===== config.mk =====
export PLATFORM = sky130hd
export DESIGN_NAME = mesh_router
export DESIGN_NICKNAME = d
export VERILOG_FILES = /design/src/rtl/noc_pkg.sv /design/src/rtl/flit_fifo.sv /design/src/rtl/input_port.sv /design/src/rtl/output_arbiter.sv /design/src/rtl/mesh_router.sv
export VERILOG_INCLUDE_DIRS = /design/src /design/src/rtl
export SDC_FILE = /design/constraint.sdc
export NUM_CORES = 1
export LEC_CHECK = 0
export BUFFER_PORTS_ARGS = -buffer_cell sky130_fd_sc_hd__buf_2
export CORE_MARGIN = 2
export CORE_UTILIZATION = 45
export DETAILED_ROUTE_END_ITERATION = 10
export REMOVE_ABC_BUFFERS = 1
export SYNTH_ARGS = -nofsm -noshare
export SYNTH_HDL_FRONTEND = slang
export SYNTH_HIERARCHICAL = 1
export SYNTH_SLANG_ARGS = --single-unit

===== constraint.sdc =====
create_clock -name clk -period 5.66 [get_ports clk]
set_input_delay 1.132 -clock clk [delete_from_list [all_inputs] [get_ports clk]]
set_output_delay 1.132 -clock clk [all_outputs]
set_load 0.02 [all_outputs]

===== src/rtl/noc_defines.svh =====
// widths, queue depth, port count and header field sizes of the router tile
`ifndef NOC_DEFINES_SVH
`define NOC_DEFINES_SVH

// one flit word on every port.
`define NOC_FLIT_W 16

// entries in each input queue, and the pointer width that addresses them.
`define NOC_FIFO_DEPTH 4
`define NOC_FIFO_AW 2

// local, north, south, east and west.
`define NOC_PORTS 5
`define NOC_PORT_IDX_W 3

// header view from the top: tag, destination row, destination column, payload.
// the tag sits in bits 15..12, row in 11..10, column in 9..8, payload in 7..0.
`define NOC_TAG_W 4
`define NOC_COORD_W 2
`define NOC_PAYLOAD_W 8

`endif


===== src/rtl/noc_pkg.sv =====
// flit union, port index type and port enumeration of the router tile
`include "noc_defines.svh"

package noc_pkg;

  // the field order fixes the bit positions, tag at the top.
  typedef struct packed {
    logic [`NOC_TAG_W-1:0]     tag;
    logic [`NOC_COORD_W-1:0]   dst_row;
    logic [`NOC_COORD_W-1:0]   dst_col;
    logic [`NOC_PAYLOAD_W-1:0] payload;
  } flit_hdr_t;

  // queues move the raw word, the route logic reads the header view.
  typedef union packed {
    logic [`NOC_FLIT_W-1:0] raw;
    flit_hdr_t              hdr;
  } flit_u;

  typedef logic [`NOC_PORT_IDX_W-1:0] port_idx_t;

  typedef enum logic [`NOC_PORT_IDX_W-1:0] {
    PORT_LOCAL = 3'd0,
    PORT_NORTH = 3'd1,
    PORT_SOUTH = 3'd2,
    PORT_EAST  = 3'd3,
    PORT_WEST  = 3'd4
  } port_e;

endpackage


===== src/rtl/flit_fifo.sv =====
// four-entry circular flit queue with full and empty flags
`timescale 1ns/1ns
`include "noc_defines.svh"

module flit_fifo
(
  input  logic           clk,
  input  logic           arst_n,
  input  logic           wr_en,
  input  noc_pkg::flit_u wr_flit,
  input  logic           rd_en,
  output noc_pkg::flit_u rd_flit,
  output logic           full,
  output logic           empty
);
  import noc_pkg::*;

  localparam int CNT_W = $clog2(`NOC_FIFO_DEPTH + 1);

  flit_u                  mem [`NOC_FIFO_DEPTH];
  logic [`NOC_FIFO_AW-1:0] wr_ptr;
  logic [`NOC_FIFO_AW-1:0] rd_ptr;
  logic [CNT_W-1:0]        count;

  assign full    = (count == CNT_W'(`NOC_FIFO_DEPTH));
  assign empty   = (count == '0);
  assign rd_flit = mem[rd_ptr];

  always_ff @(posedge clk)
  begin
    if (wr_en)
      mem[wr_ptr] <= wr_flit;
  end

  always_ff @(posedge clk or negedge arst_n)
  begin
    if (!arst_n)
    begin
      wr_ptr <= '0;
      rd_ptr <= '0;
      count  <= '0;
    end
    else
    begin
      if (wr_en)
        wr_ptr <= (wr_ptr == `NOC_FIFO_AW'(`NOC_FIFO_DEPTH - 1)) ? '0 : wr_ptr + 1'b1;
      if (rd_en)
        rd_ptr <= (rd_ptr == `NOC_FIFO_AW'(`NOC_FIFO_DEPTH - 1)) ? '0 : rd_ptr + 1'b1;
      // a write and a pop in the same cycle leave the count alone.
      case ({wr_en, rd_en})
        2'b10:   count <= count + 1'b1;
        2'b01:   count <= count - 1'b1;
        default: count <= count;
      endcase
    end
  end

  // the writer must see full and the reader must see empty.
  a_no_overflow: assert property (
    @(posedge clk) disable iff (!arst_n)
    wr_en |-> !full
  ) else $error("flit_fifo written while full");

  a_no_underflow: assert property (
    @(posedge clk) disable iff (!arst_n)
    rd_en |-> !empty
  ) else $error("flit_fifo popped while empty");

endmodule


===== src/rtl/input_port.sv =====
// input queue and row-first route computation for one router port
`timescale 1ns/1ns
`include "noc_defines.svh"

module input_port
#(
  parameter int unsigned ROUTER_ROW = 0,
  parameter int unsigned ROUTER_COL = 0
)
(
  input  logic               clk,
  input  logic               arst_n,
  input  logic               in_valid,
  input  noc_pkg::flit_u     in_flit,
  output logic               in_ready,
  input  logic               grant,
  output logic               req_valid,
  output noc_pkg::port_idx_t req_port,
  output noc_pkg::flit_u     head_flit
);
  import noc_pkg::*;

  localparam logic [`NOC_COORD_W-1:0] MY_ROW = `NOC_COORD_W'(ROUTER_ROW);
  localparam logic [`NOC_COORD_W-1:0] MY_COL = `NOC_COORD_W'(ROUTER_COL);

  logic  full;
  logic  empty;
  flit_u head;
  port_e route;

  flit_fifo u_fifo
  (
    .clk     (clk),
    .arst_n  (arst_n),
    .wr_en   (in_valid && in_ready),
    .wr_flit (in_flit),
    .rd_en   (grant),
    .rd_flit (head),
    .full    (full),
    .empty   (empty)
  );

  assign in_ready  = !full;
  assign req_valid = !empty;
  assign head_flit = head;
  assign req_port  = port_idx_t'(route);

  // dimension order: settle the row first, then the column.
  // the arrival port plays no part, so a flit may turn back.
  always_comb
  begin
    if (head.hdr.dst_row < MY_ROW)
      route = PORT_NORTH;
    else if (head.hdr.dst_row > MY_ROW)
      route = PORT_SOUTH;
    else if (head.hdr.dst_col < MY_COL)
      route = PORT_WEST;
    else if (head.hdr.dst_col > MY_COL)
      route = PORT_EAST;
    else
      route = PORT_LOCAL;
  end

  // an arbiter may only pick this input while it has a head flit.
  a_grant_needs_req: assert property (
    @(posedge clk) disable iff (!arst_n)
    grant |-> req_valid
  ) else $error("input_port granted without a request");

  // a waiting head keeps its word and its route until it is granted.
  a_head_held: assert property (
    @(posedge clk) disable iff (!arst_n)
    req_valid && !grant |=> req_valid && $stable(head_flit.raw) && $stable(req_port)
  ) else $error("input_port head changed before grant");

endmodule


===== src/rtl/output_arbiter.sv =====
// round-robin arbiter and output register for one router output port
`timescale 1ns/1ns
`include "noc_defines.svh"

module output_arbiter
(
  input  logic                  clk,
  input  logic                  arst_n,
  input  logic [`NOC_PORTS-1:0] req,
  input  noc_pkg::flit_u        req_flit [`NOC_PORTS],
  output logic [`NOC_PORTS-1:0] grant,
  output logic                  out_valid,
  input  logic                  out_ready,
  output noc_pkg::flit_u        out_flit
);
  import noc_pkg::*;

  typedef enum logic {
    ST_EMPTY,
    ST_HOLD
  } state_e;

  state_e    state;
  state_e    state_nxt;
  port_idx_t ptr;
  port_idx_t win_idx;
  logic      win_found;
  logic      can_load;
  logic      load;
  flit_u     flit_q;

  // the register can take a new flit when it is empty or drains this cycle.
  assign can_load  = (state == ST_EMPTY) || out_ready;
  assign load      = win_found && can_load;
  assign out_valid = (state == ST_HOLD);
  assign out_flit  = flit_q;

  // search the requests starting at the pointer, wrapping after west.
  always_comb
  begin : search
    int unsigned cand;
    win_found = 1'b0;
    win_idx   = ptr;
    for (int i = 0; i < `NOC_PORTS; i++)
    begin
      cand = int'(ptr) + i;
      if (cand >= `NOC_PORTS)
        cand = cand - `NOC_PORTS;
      if (!win_found && req[cand])
      begin
        win_found = 1'b1;
        win_idx   = port_idx_t'(cand);
      end
    end
  end

  always_comb
  begin
    grant = '0;
    if (load)
      grant[win_idx] = 1'b1;
  end

  always_comb
  begin
    state_nxt = state;
    case (state)
      ST_EMPTY: if (load) state_nxt = ST_HOLD;
      ST_HOLD:  if (out_ready && !load) state_nxt = ST_EMPTY;
      default:  state_nxt = ST_EMPTY;
    endcase
  end

  always_ff @(posedge clk or negedge arst_n)
  begin
    if (!arst_n)
    begin
      state <= ST_EMPTY;
      ptr   <= port_idx_t'(PORT_LOCAL);
    end
    else
    begin
      state <= state_nxt;
      // the winner goes to the back of the line.
      if (load)
        ptr <= (win_idx == port_idx_t'(`NOC_PORTS - 1)) ? '0 : win_idx + 1'b1;
    end
  end

  always_ff @(posedge clk)
  begin
    if (load)
      flit_q <= req_flit[win_idx];
  end

  a_grant_onehot: assert property (
    @(posedge clk) disable iff (!arst_n)
    $onehot0(grant)
  ) else $error("output_arbiter grant not one-hot");

  a_grant_to_req: assert property (
    @(posedge clk) disable iff (!arst_n)
    (grant & ~req) == '0
  ) else $error("output_arbiter granted a non-requester");

  // a stalled output keeps its flit until the downstream side takes it.
  a_out_stable: assert property (
    @(posedge clk) disable iff (!arst_n)
    out_valid && !out_ready |=> out_valid && $stable(out_flit.raw)
  ) else $error("output_arbiter flit changed under back-pressure");

endmodule


===== src/rtl/mesh_router.sv =====
// five-port mesh router tile with request fan-out and grant gathering
`timescale 1ns/1ns
`include "noc_defines.svh"

module mesh_router
#(
  parameter int unsigned ROUTER_ROW = 0,
  parameter int unsigned ROUTER_COL = 0
)
(
  input  logic                  clk,
  input  logic                  arst_n,
  input  logic [`NOC_PORTS-1:0] in_valid,
  input  noc_pkg::flit_u        in_flit [`NOC_PORTS],
  output logic [`NOC_PORTS-1:0] in_ready,
  output logic [`NOC_PORTS-1:0] out_valid,
  input  logic [`NOC_PORTS-1:0] out_ready,
  output noc_pkg::flit_u        out_flit [`NOC_PORTS]
);
  import noc_pkg::*;

  logic [`NOC_PORTS-1:0] req_valid;
  port_idx_t             req_port  [`NOC_PORTS];
  flit_u                 head_flit [`NOC_PORTS];
  logic [`NOC_PORTS-1:0] in_grant;

  // arb_req and arb_grant are indexed by output, grant_to_in by input.
  logic [`NOC_PORTS-1:0] arb_req     [`NOC_PORTS];
  logic [`NOC_PORTS-1:0] arb_grant   [`NOC_PORTS];
  logic [`NOC_PORTS-1:0] grant_to_in [`NOC_PORTS];

  for (genvar p = 0; p < `NOC_PORTS; p++)
  begin : g_port
    input_port
    #(
      .ROUTER_ROW (ROUTER_ROW),
      .ROUTER_COL (ROUTER_COL)
    )
    u_in
    (
      .clk       (clk),
      .arst_n    (arst_n),
      .in_valid  (in_valid[p]),
      .in_flit   (in_flit[p]),
      .in_ready  (in_ready[p]),
      .grant     (in_grant[p]),
      .req_valid (req_valid[p]),
      .req_port  (req_port[p]),
      .head_flit (head_flit[p])
    );

    output_arbiter u_arb
    (
      .clk       (clk),
      .arst_n    (arst_n),
      .req       (arb_req[p]),
      .req_flit  (head_flit),
      .grant     (arb_grant[p]),
      .out_valid (out_valid[p]),
      .out_ready (out_ready[p]),
      .out_flit  (out_flit[p])
    );

    // each head asks for one output, so at most one arbiter may pick it.
    a_single_grant: assert property (
      @(posedge clk) disable iff (!arst_n)
      $onehot0(grant_to_in[p])
    ) else $error("input %0d granted by more than one output", p);
  end

  always_comb
  begin
    for (int o = 0; o < `NOC_PORTS; o++)
    begin
      for (int i = 0; i < `NOC_PORTS; i++)
      begin
        arb_req[o][i]     = req_valid[i] && (req_port[i] == port_idx_t'(o));
        grant_to_in[i][o] = arb_grant[o][i];
      end
    end
    for (int i = 0; i < `NOC_PORTS; i++)
      in_grant[i] = |grant_to_in[i];
  end

endmodule


; After elaboration in Yosys (flattened, before gate mapping)
; Memories as Yosys holds them, arrays and structs flattened.
; Index checks and enable logic that the tools add are counted.
[totals]
reg_bits = 135
ram_bits = 320
input_bits = 92
output_inout_bits = 90
word_cells = 595
n_memories = 5
[op_classes]
addsub = 70
order_cmp = 85
n_eq_ne = 50
mux = 220
bitwise_logic = 10
n_reduce_logical = 125
[memory_table]
columns = name, depth, width, read_ports, rd_ports_with_merged_regs, write_ports, line
row1 = g_port[0].u_in.u_fifo.mem, 4, 16, 1, 0, 1, flit_fifo.sv:20  ; flit_u mem [`NOC_FIFO_DEPTH];
row2 = g_port[1].u_in.u_fifo.mem, 4, 16, 1, 0, 1, flit_fifo.sv:20
row3 = g_port[2].u_in.u_fifo.mem, 4, 16, 1, 0, 1, flit_fifo.sv:20
row4 = g_port[3].u_in.u_fifo.mem, 4, 16, 1, 0, 1, flit_fifo.sv:20
row5 = g_port[4].u_in.u_fifo.mem, 4, 16, 1, 0, 1, flit_fifo.sv:20
[ops]
columns = cell, count
row1 = $lt A32 B4 Y1 const B, 25
row2 = $mux W32, 25
row3 = $ge A32 B3 Y1 const B, 20
row4 = $sub A32 B3 Y32 const B, 20
row5 = $bmux W16 S3, 5
row6 = $mux W16, 10
row7 = $mux W3, 45
row8 = $bmux W1 S3, 25
row9 = $mux W1, 75
row10 = $logic_and A1 B1 Y1, 65
row11 = $eq A3 B3 Y1 const B, 15
row12 = $add A3 B2 Y4 const B, 10
row13 = $logic_not A1 Y1, 35
row14 = $add A3 B1 Y3 const B, 10
row15 = $eq A2 B2 Y1 const B, 15
row16 = $eq A3 B2 Y1 const B, 10
row17 = $logic_not A3 Y1, 10
row18 = $mux W2, 15
row19 = $pmux W3 S2, 5
row20 = $mux W5, 5
row21 = $reduce_or A5 Y1, 5
row22 = $add A2 B1 Y2 const B, 10
row23 = $add A3 B1 Y4 const B, 5
row24 = $add A3 B3 Y4 const B, 5
row25 = other kinds (16), 90

; Longest topological paths before layout
; An unclocked memory read counts as a cell.
[logic_depth]
ltp_word = 31
depth_mapped = 28
mapped_depth_nobuf = 23

; Hierarchy
; Netlist, hierarchy kept.
[modules_own_cells]
columns = mod, n_inst, cells_per_inst, area_each_um2, seq_area_each_um2
row1 = flit_fifo, 5, 122, 2768.9, 2097.0
row2 = output_arbiter at g_port[1].u_arb ..., 3, 322, 2917.8, 580.6
row3 = output_arbiter at g_port[4].u_arb, 1, 289, 2608.8, 580.6
row4 = output_arbiter at g_port[0].u_arb, 1, 291, 2561.2, 580.6
row5 = mesh_router, 1, 45, 362.8, 0.0
row6 = input_port, 5, 9, 48.8, 0.0

; Least setup slack after synthesis
; No wires, ideal clock.
[synth_path]
path_type = register to register
startpoint = register g_port[3].u_in.u_fifo.rd_ptr[0]
endpoint = register g_port[4].u_in.u_fifo.count[2]
setup_ps = 79
t_arrival_ps = 5495
required_time_ps = 5581
path_slack_ps = 86
stages_incl_launch_ff = 25
n_path_buf = 2
period_less_slack_ps = 5574
cell_sequence = dfrtp_1 buf_6 buf_12 mux4_2 nor2_2 nand2_1 nor4b_2 mux2i_1 nor3_1 a21oi_1 a31oi_1 nor2_2 nand3_1 nor2_1 a21oi_1 nand2_1 nor3_1 nor2_1 nand2_1 ha_1 inv_1 fa_1 xor2_1 nor2_1 xor2_1
[synth_rtl]
columns = item, line
row1 = from (decl), flit_fifo.sv:22  ; logic [`NOC_FIFO_AW-1:0] rd_ptr;
row2 = from (signal assigned), flit_fifo.sv:48  ; rd_ptr <= (rd_ptr == `NOC_FIFO_AW'(`NOC_FIFO_DEPTH - 1)) ? '0 : rd_ptr + 1'b1;
row3 = to (signal assigned), flit_fifo.sv:51  ; 2'b10: count <= count + 1'b1;
row4 = to (signal assigned), flit_fifo.sv:52  ; 2'b01: count <= count - 1'b1;
row5 = to (signal assigned), flit_fifo.sv:53  ; default: count <= count;
row6 = to (decl), flit_fifo.sv:23  ; logic [CNT_W-1:0] count;

==> flow_metrics.tcl <==
set metrics [dict create \
    run_status "finished with violations" \
    violations "max-slew violations" \
    cp.required_ns 6.16 \
    criticalPathCategory "flop to flop" \
    path_max_fanout 10 \
    synth.ff_latch_count 455 \
    avgViaCountPerCell 6.12 \
    ys_types 106 \
    maxCapViolCount 0 \
    async_flop_share_pct 12.1 \
    yosysWarnings 6 \
    start_util_pct 45.2 \
    setup_violations 0 \
    overflow 0 \
    drc_errors 0 \
    final_cell_mix "400 x edfxtp_1, 183 x mux2i_1, 180 x buf_2, 146 x buf_4, 123 x nor2_1" \
    setup.worst_path.end_class "flop" \
    path_cells "buf_4, mux4_2, nor2_2, nand2_2, and4b_2, nor3b_1, nand4_1, a21o_1, o2111ai_1, buf_4, a31oi_1, or4_4, a31o_4, nand2b_4, nor3_2, nor3_1, buf_4, nand2_1, ha_1, inv_1, fa_1, xor2_1, nor2_1, xor2_1" \
    drt-initial-drc-count 2054 \
    regToRegSetupSlack_ns 0.17 \
    area_growth_pct 13.3 \
    synth_cells 2246 \
    hp-class "input port to async pin" \
    hold_viol 0 \
    final_common_cell "edfxtp_1" \
    grt_max_degree 38 \
    setup_ws_ns 0.169 \
    reg2reg_to "g_port[1].u_in/u_fifo/count[2]$_DFFE_PN0P_" \
    wire_per_inst_um 25.4 \
    ys.flop_type "edfxtp_1" \
    grt_pass1_wl_um 126000 \
    ant_nets 0 \
    worst_ep_arrival_time_ns 5.99 \
    antennaDiodeCount 0 \
    finClkSkew_ns 0.0325 \
    core_mm2 0.0627 \
    cts-root-buf "clkbuf_16" \
    dp_hpwl_um 62000 \
    path_clk_slew_ns 0.07 \
    cts_made_buffers 48 \
    met2_wirelength_um 40500 \
    grt_pass1_vias 19786 \
    yosysSeqAreaShare_pct 47.2 \
    cts_hold_buf 0 \
    chipWidth_um 255 \
    r2r_cells 24 \
    die_h_um 255 \
    cts_buffer_depth 3 \
    track_usage_pct 25.8 \
    antenna_found_initial 1 \
    post_dp_cell_area_mm2 0.0303 \
    fin_nets 2667 \
    maxSlewViolCount 10 \
    cpPeakStageDelay_ns 0.54 \
    worstReg2RegStart "g_port[4].u_in/u_fifo/rd_ptr[0]$_DFFE_PN0P_" \
    portBuffers 181 \
    syn-cell-area_mm2 0.0284 \
    crit_top_cell "buf_4" \
    wl_um 85500 \
    start_kind "flop" \
    slew_headroom_pct -20.7 \
    via_count 20573 \
    cts-htree-levels 2 \
    final_core_util_pct 51.2 \
    clk_latency_ns 0.60 \
    fmax_ghz 0.182 \
    first_pass_iters 6 \
    syn_area_per_cell_um2 12.6 \
    rsz0062_at_grt "yes" \
    pre_cts_ws_ns 0.0685 \
    cts_num_sinks 455 \
    cts_tree "yes" \
    tightest_slew_ns 1.80 \
    io_pins 182 \
    finalCriticalPeriod_ns 5.49 \
    layout-drive-gt1-share_pct 26.4 \
    finalCritPeriodShare_pct 97.0 \
    stdcell_area_mm2 0.0321 \
    met1_length_um 36600 \
    die_area_mm2 0.0651 \
    met3_length_um 6080 \
    gp_congestion 0.961 \
    routed.top_layer "met5" \
    rows 92 \
    cpMaxStageDelayCell "mux4_2" \
    synth_edf_count 400 \
]
-- metrics by stage --
stage	instances	hold slack [ns]	TNS (ns)
finish	3361	0.466	0
global route	3361	0.475	-0.0429
CTS	3349	0.462	0
detailed placement	3261	0.494	0
global placement	3261	0.471	0
floorplan	2099	0.457	-123.91
-- kinds of logic after synthesis --
family | after synthesis | synth area share (%)
AOI/OAI and AO/OA | 428 | 11.7
adders and majority gates | 98 | 4.45
other | 5 | 0.0662
buffers and inverters | 236 | 5.26
muxes | 311 | 15.7
DFF | 455 | 47.2
and+or+nand+nor | 670 | 14.3
xor gates and xnor gates | 43 | 1.35
-- worst max-delay path, delay by kind of cell (launching register included) --
kind,cells,cell delay (ns)
simple gates,11,2.24
compound gates,4,0.69
buf+inv,4,0.65
fa+ha+maj,2,0.55
mux,1,0.54
flops,1,0.44
xor+xnor,2,0.30
-- worst max path at each step --
stage	start	end	cells past startpoint
after floorplan	g_port[2].u_in/u_fifo/rd_ptr[0]$_DFFE_PN0P_	g_port[4].u_in/u_fifo/count[2]$_DFFE_PN0P_	22
after global placement	g_port[3].u_in/u_fifo/rd_ptr[0]$_DFFE_PN0P_	g_port[4].u_in/u_fifo/count[2]$_DFFE_PN0P_	20
after detailed placement	g_port[4].u_in/u_fifo/rd_ptr[0]$_DFFE_PN0P_	g_port[4].u_in/u_fifo/count[2]$_DFFE_PN0P_	20
after CTS	g_port[3].u_in/u_fifo/rd_ptr[0]$_DFFE_PN0P_	g_port[3].u_in/u_fifo/count[2]$_DFFE_PN0P_	22
after global routing	g_port[3].u_in/u_fifo/rd_ptr[0]$_DFFE_PN0P_	g_port[1].u_in/u_fifo/count[2]$_DFFE_PN0P_	22
final	g_port[4].u_in/u_fifo/rd_ptr[0]$_DFFE_PN0P_	g_port[1].u_in/u_fifo/count[2]$_DFFE_PN0P_	24
-- repair_timing --
| item | in CTS | in global routing |
|---|---|---|
| setup buffers | 0 | 12 |
| setup endpoints to repair | 0 | 11 |
| gates resized for setup | 0 | 39 |
-- layout make-up --
cell class / count / area, um2
Clock buffer: 65 / 1340
Inverter: 89 / 334
Sequential cell: 455 / 13400
Multi-Input combinational cell: 1555 / 13700
Clock inverter: 23 / 273
Fill cell: 5411 / 30600
Timing Repair Buffer: 328 / 2020
Tap cell: 846 / 1060
-- routing by layer --
layer  track usage (%)  vias up
met5                 0        -
met4              6.80        2
met3              4.54      112
met2              41.8      777
met1              35.9    10434
li1                  -     9248
-- state kept, by name (all words and copies together) (netlist names) --
name,count
g_port.u_in/u_fifo/count,15
g_port.u_arb/out_valid,5
g_port.u_in/u_fifo/mem,320
g_port.u_in/u_fifo/rd_ptr,10
g_port.u_arb/ptr,15
g_port.u_arb/out_flit,80
g_port.u_in/u_fifo/wr_ptr,10
-- synth_stat cells, types with 9 or more instances --
library cell / instances / area, um2
edfxtp_1: 400 / 12000
mux2i_1: 184 / 1840
nor2_1: 124 / 465
nand2_1: 113 / 424
ha_1: 93 / 1160
inv_1: 84 / 315
or3_1: 64 / 400
o21ai_0: 63 / 315
dfrtp_1: 55 / 1380
mux4_2: 52 / 1170
buf_2: 50 / 250
a21oi_1: 49 / 245
nand3_1: 49 / 245
buf_6: 45 / 507
mux4_1: 40 / 1050
and2_1: 33 / 206
nand2b_1: 32 / 200
nand3_2: 30 / 300
o211ai_1: 30 / 225
buf_4: 29 / 218
mux2_2: 27 / 304
nand4_1: 26 / 163
nor3_1: 26 / 130
o221ai_1: 25 / 219
xnor2_1: 25 / 219
o211ai_2: 24 / 300
a21o_1: 22 / 165
and3_1: 21 / 131
nor2b_1: 21 / 131
o22ai_1: 21 / 131
a211oi_1: 18 / 135
xor2_1: 17 / 149
a221o_1: 16 / 160
clkbuf_1: 14 / 52.6
a31oi_1: 13 / 81.3
o21ai_1: 12 / 60.1
a211o_1: 11 / 96.3
nor3_2: 11 / 110
and4bb_2: 10 / 125
or2_2: 10 / 62.6
nand3b_1: 9 / 67.6
nor2_2: 9 / 56.3
Power is not shown: default switching activity piles up to over one toggle a cycle in this logic, so the estimate is an artifact.
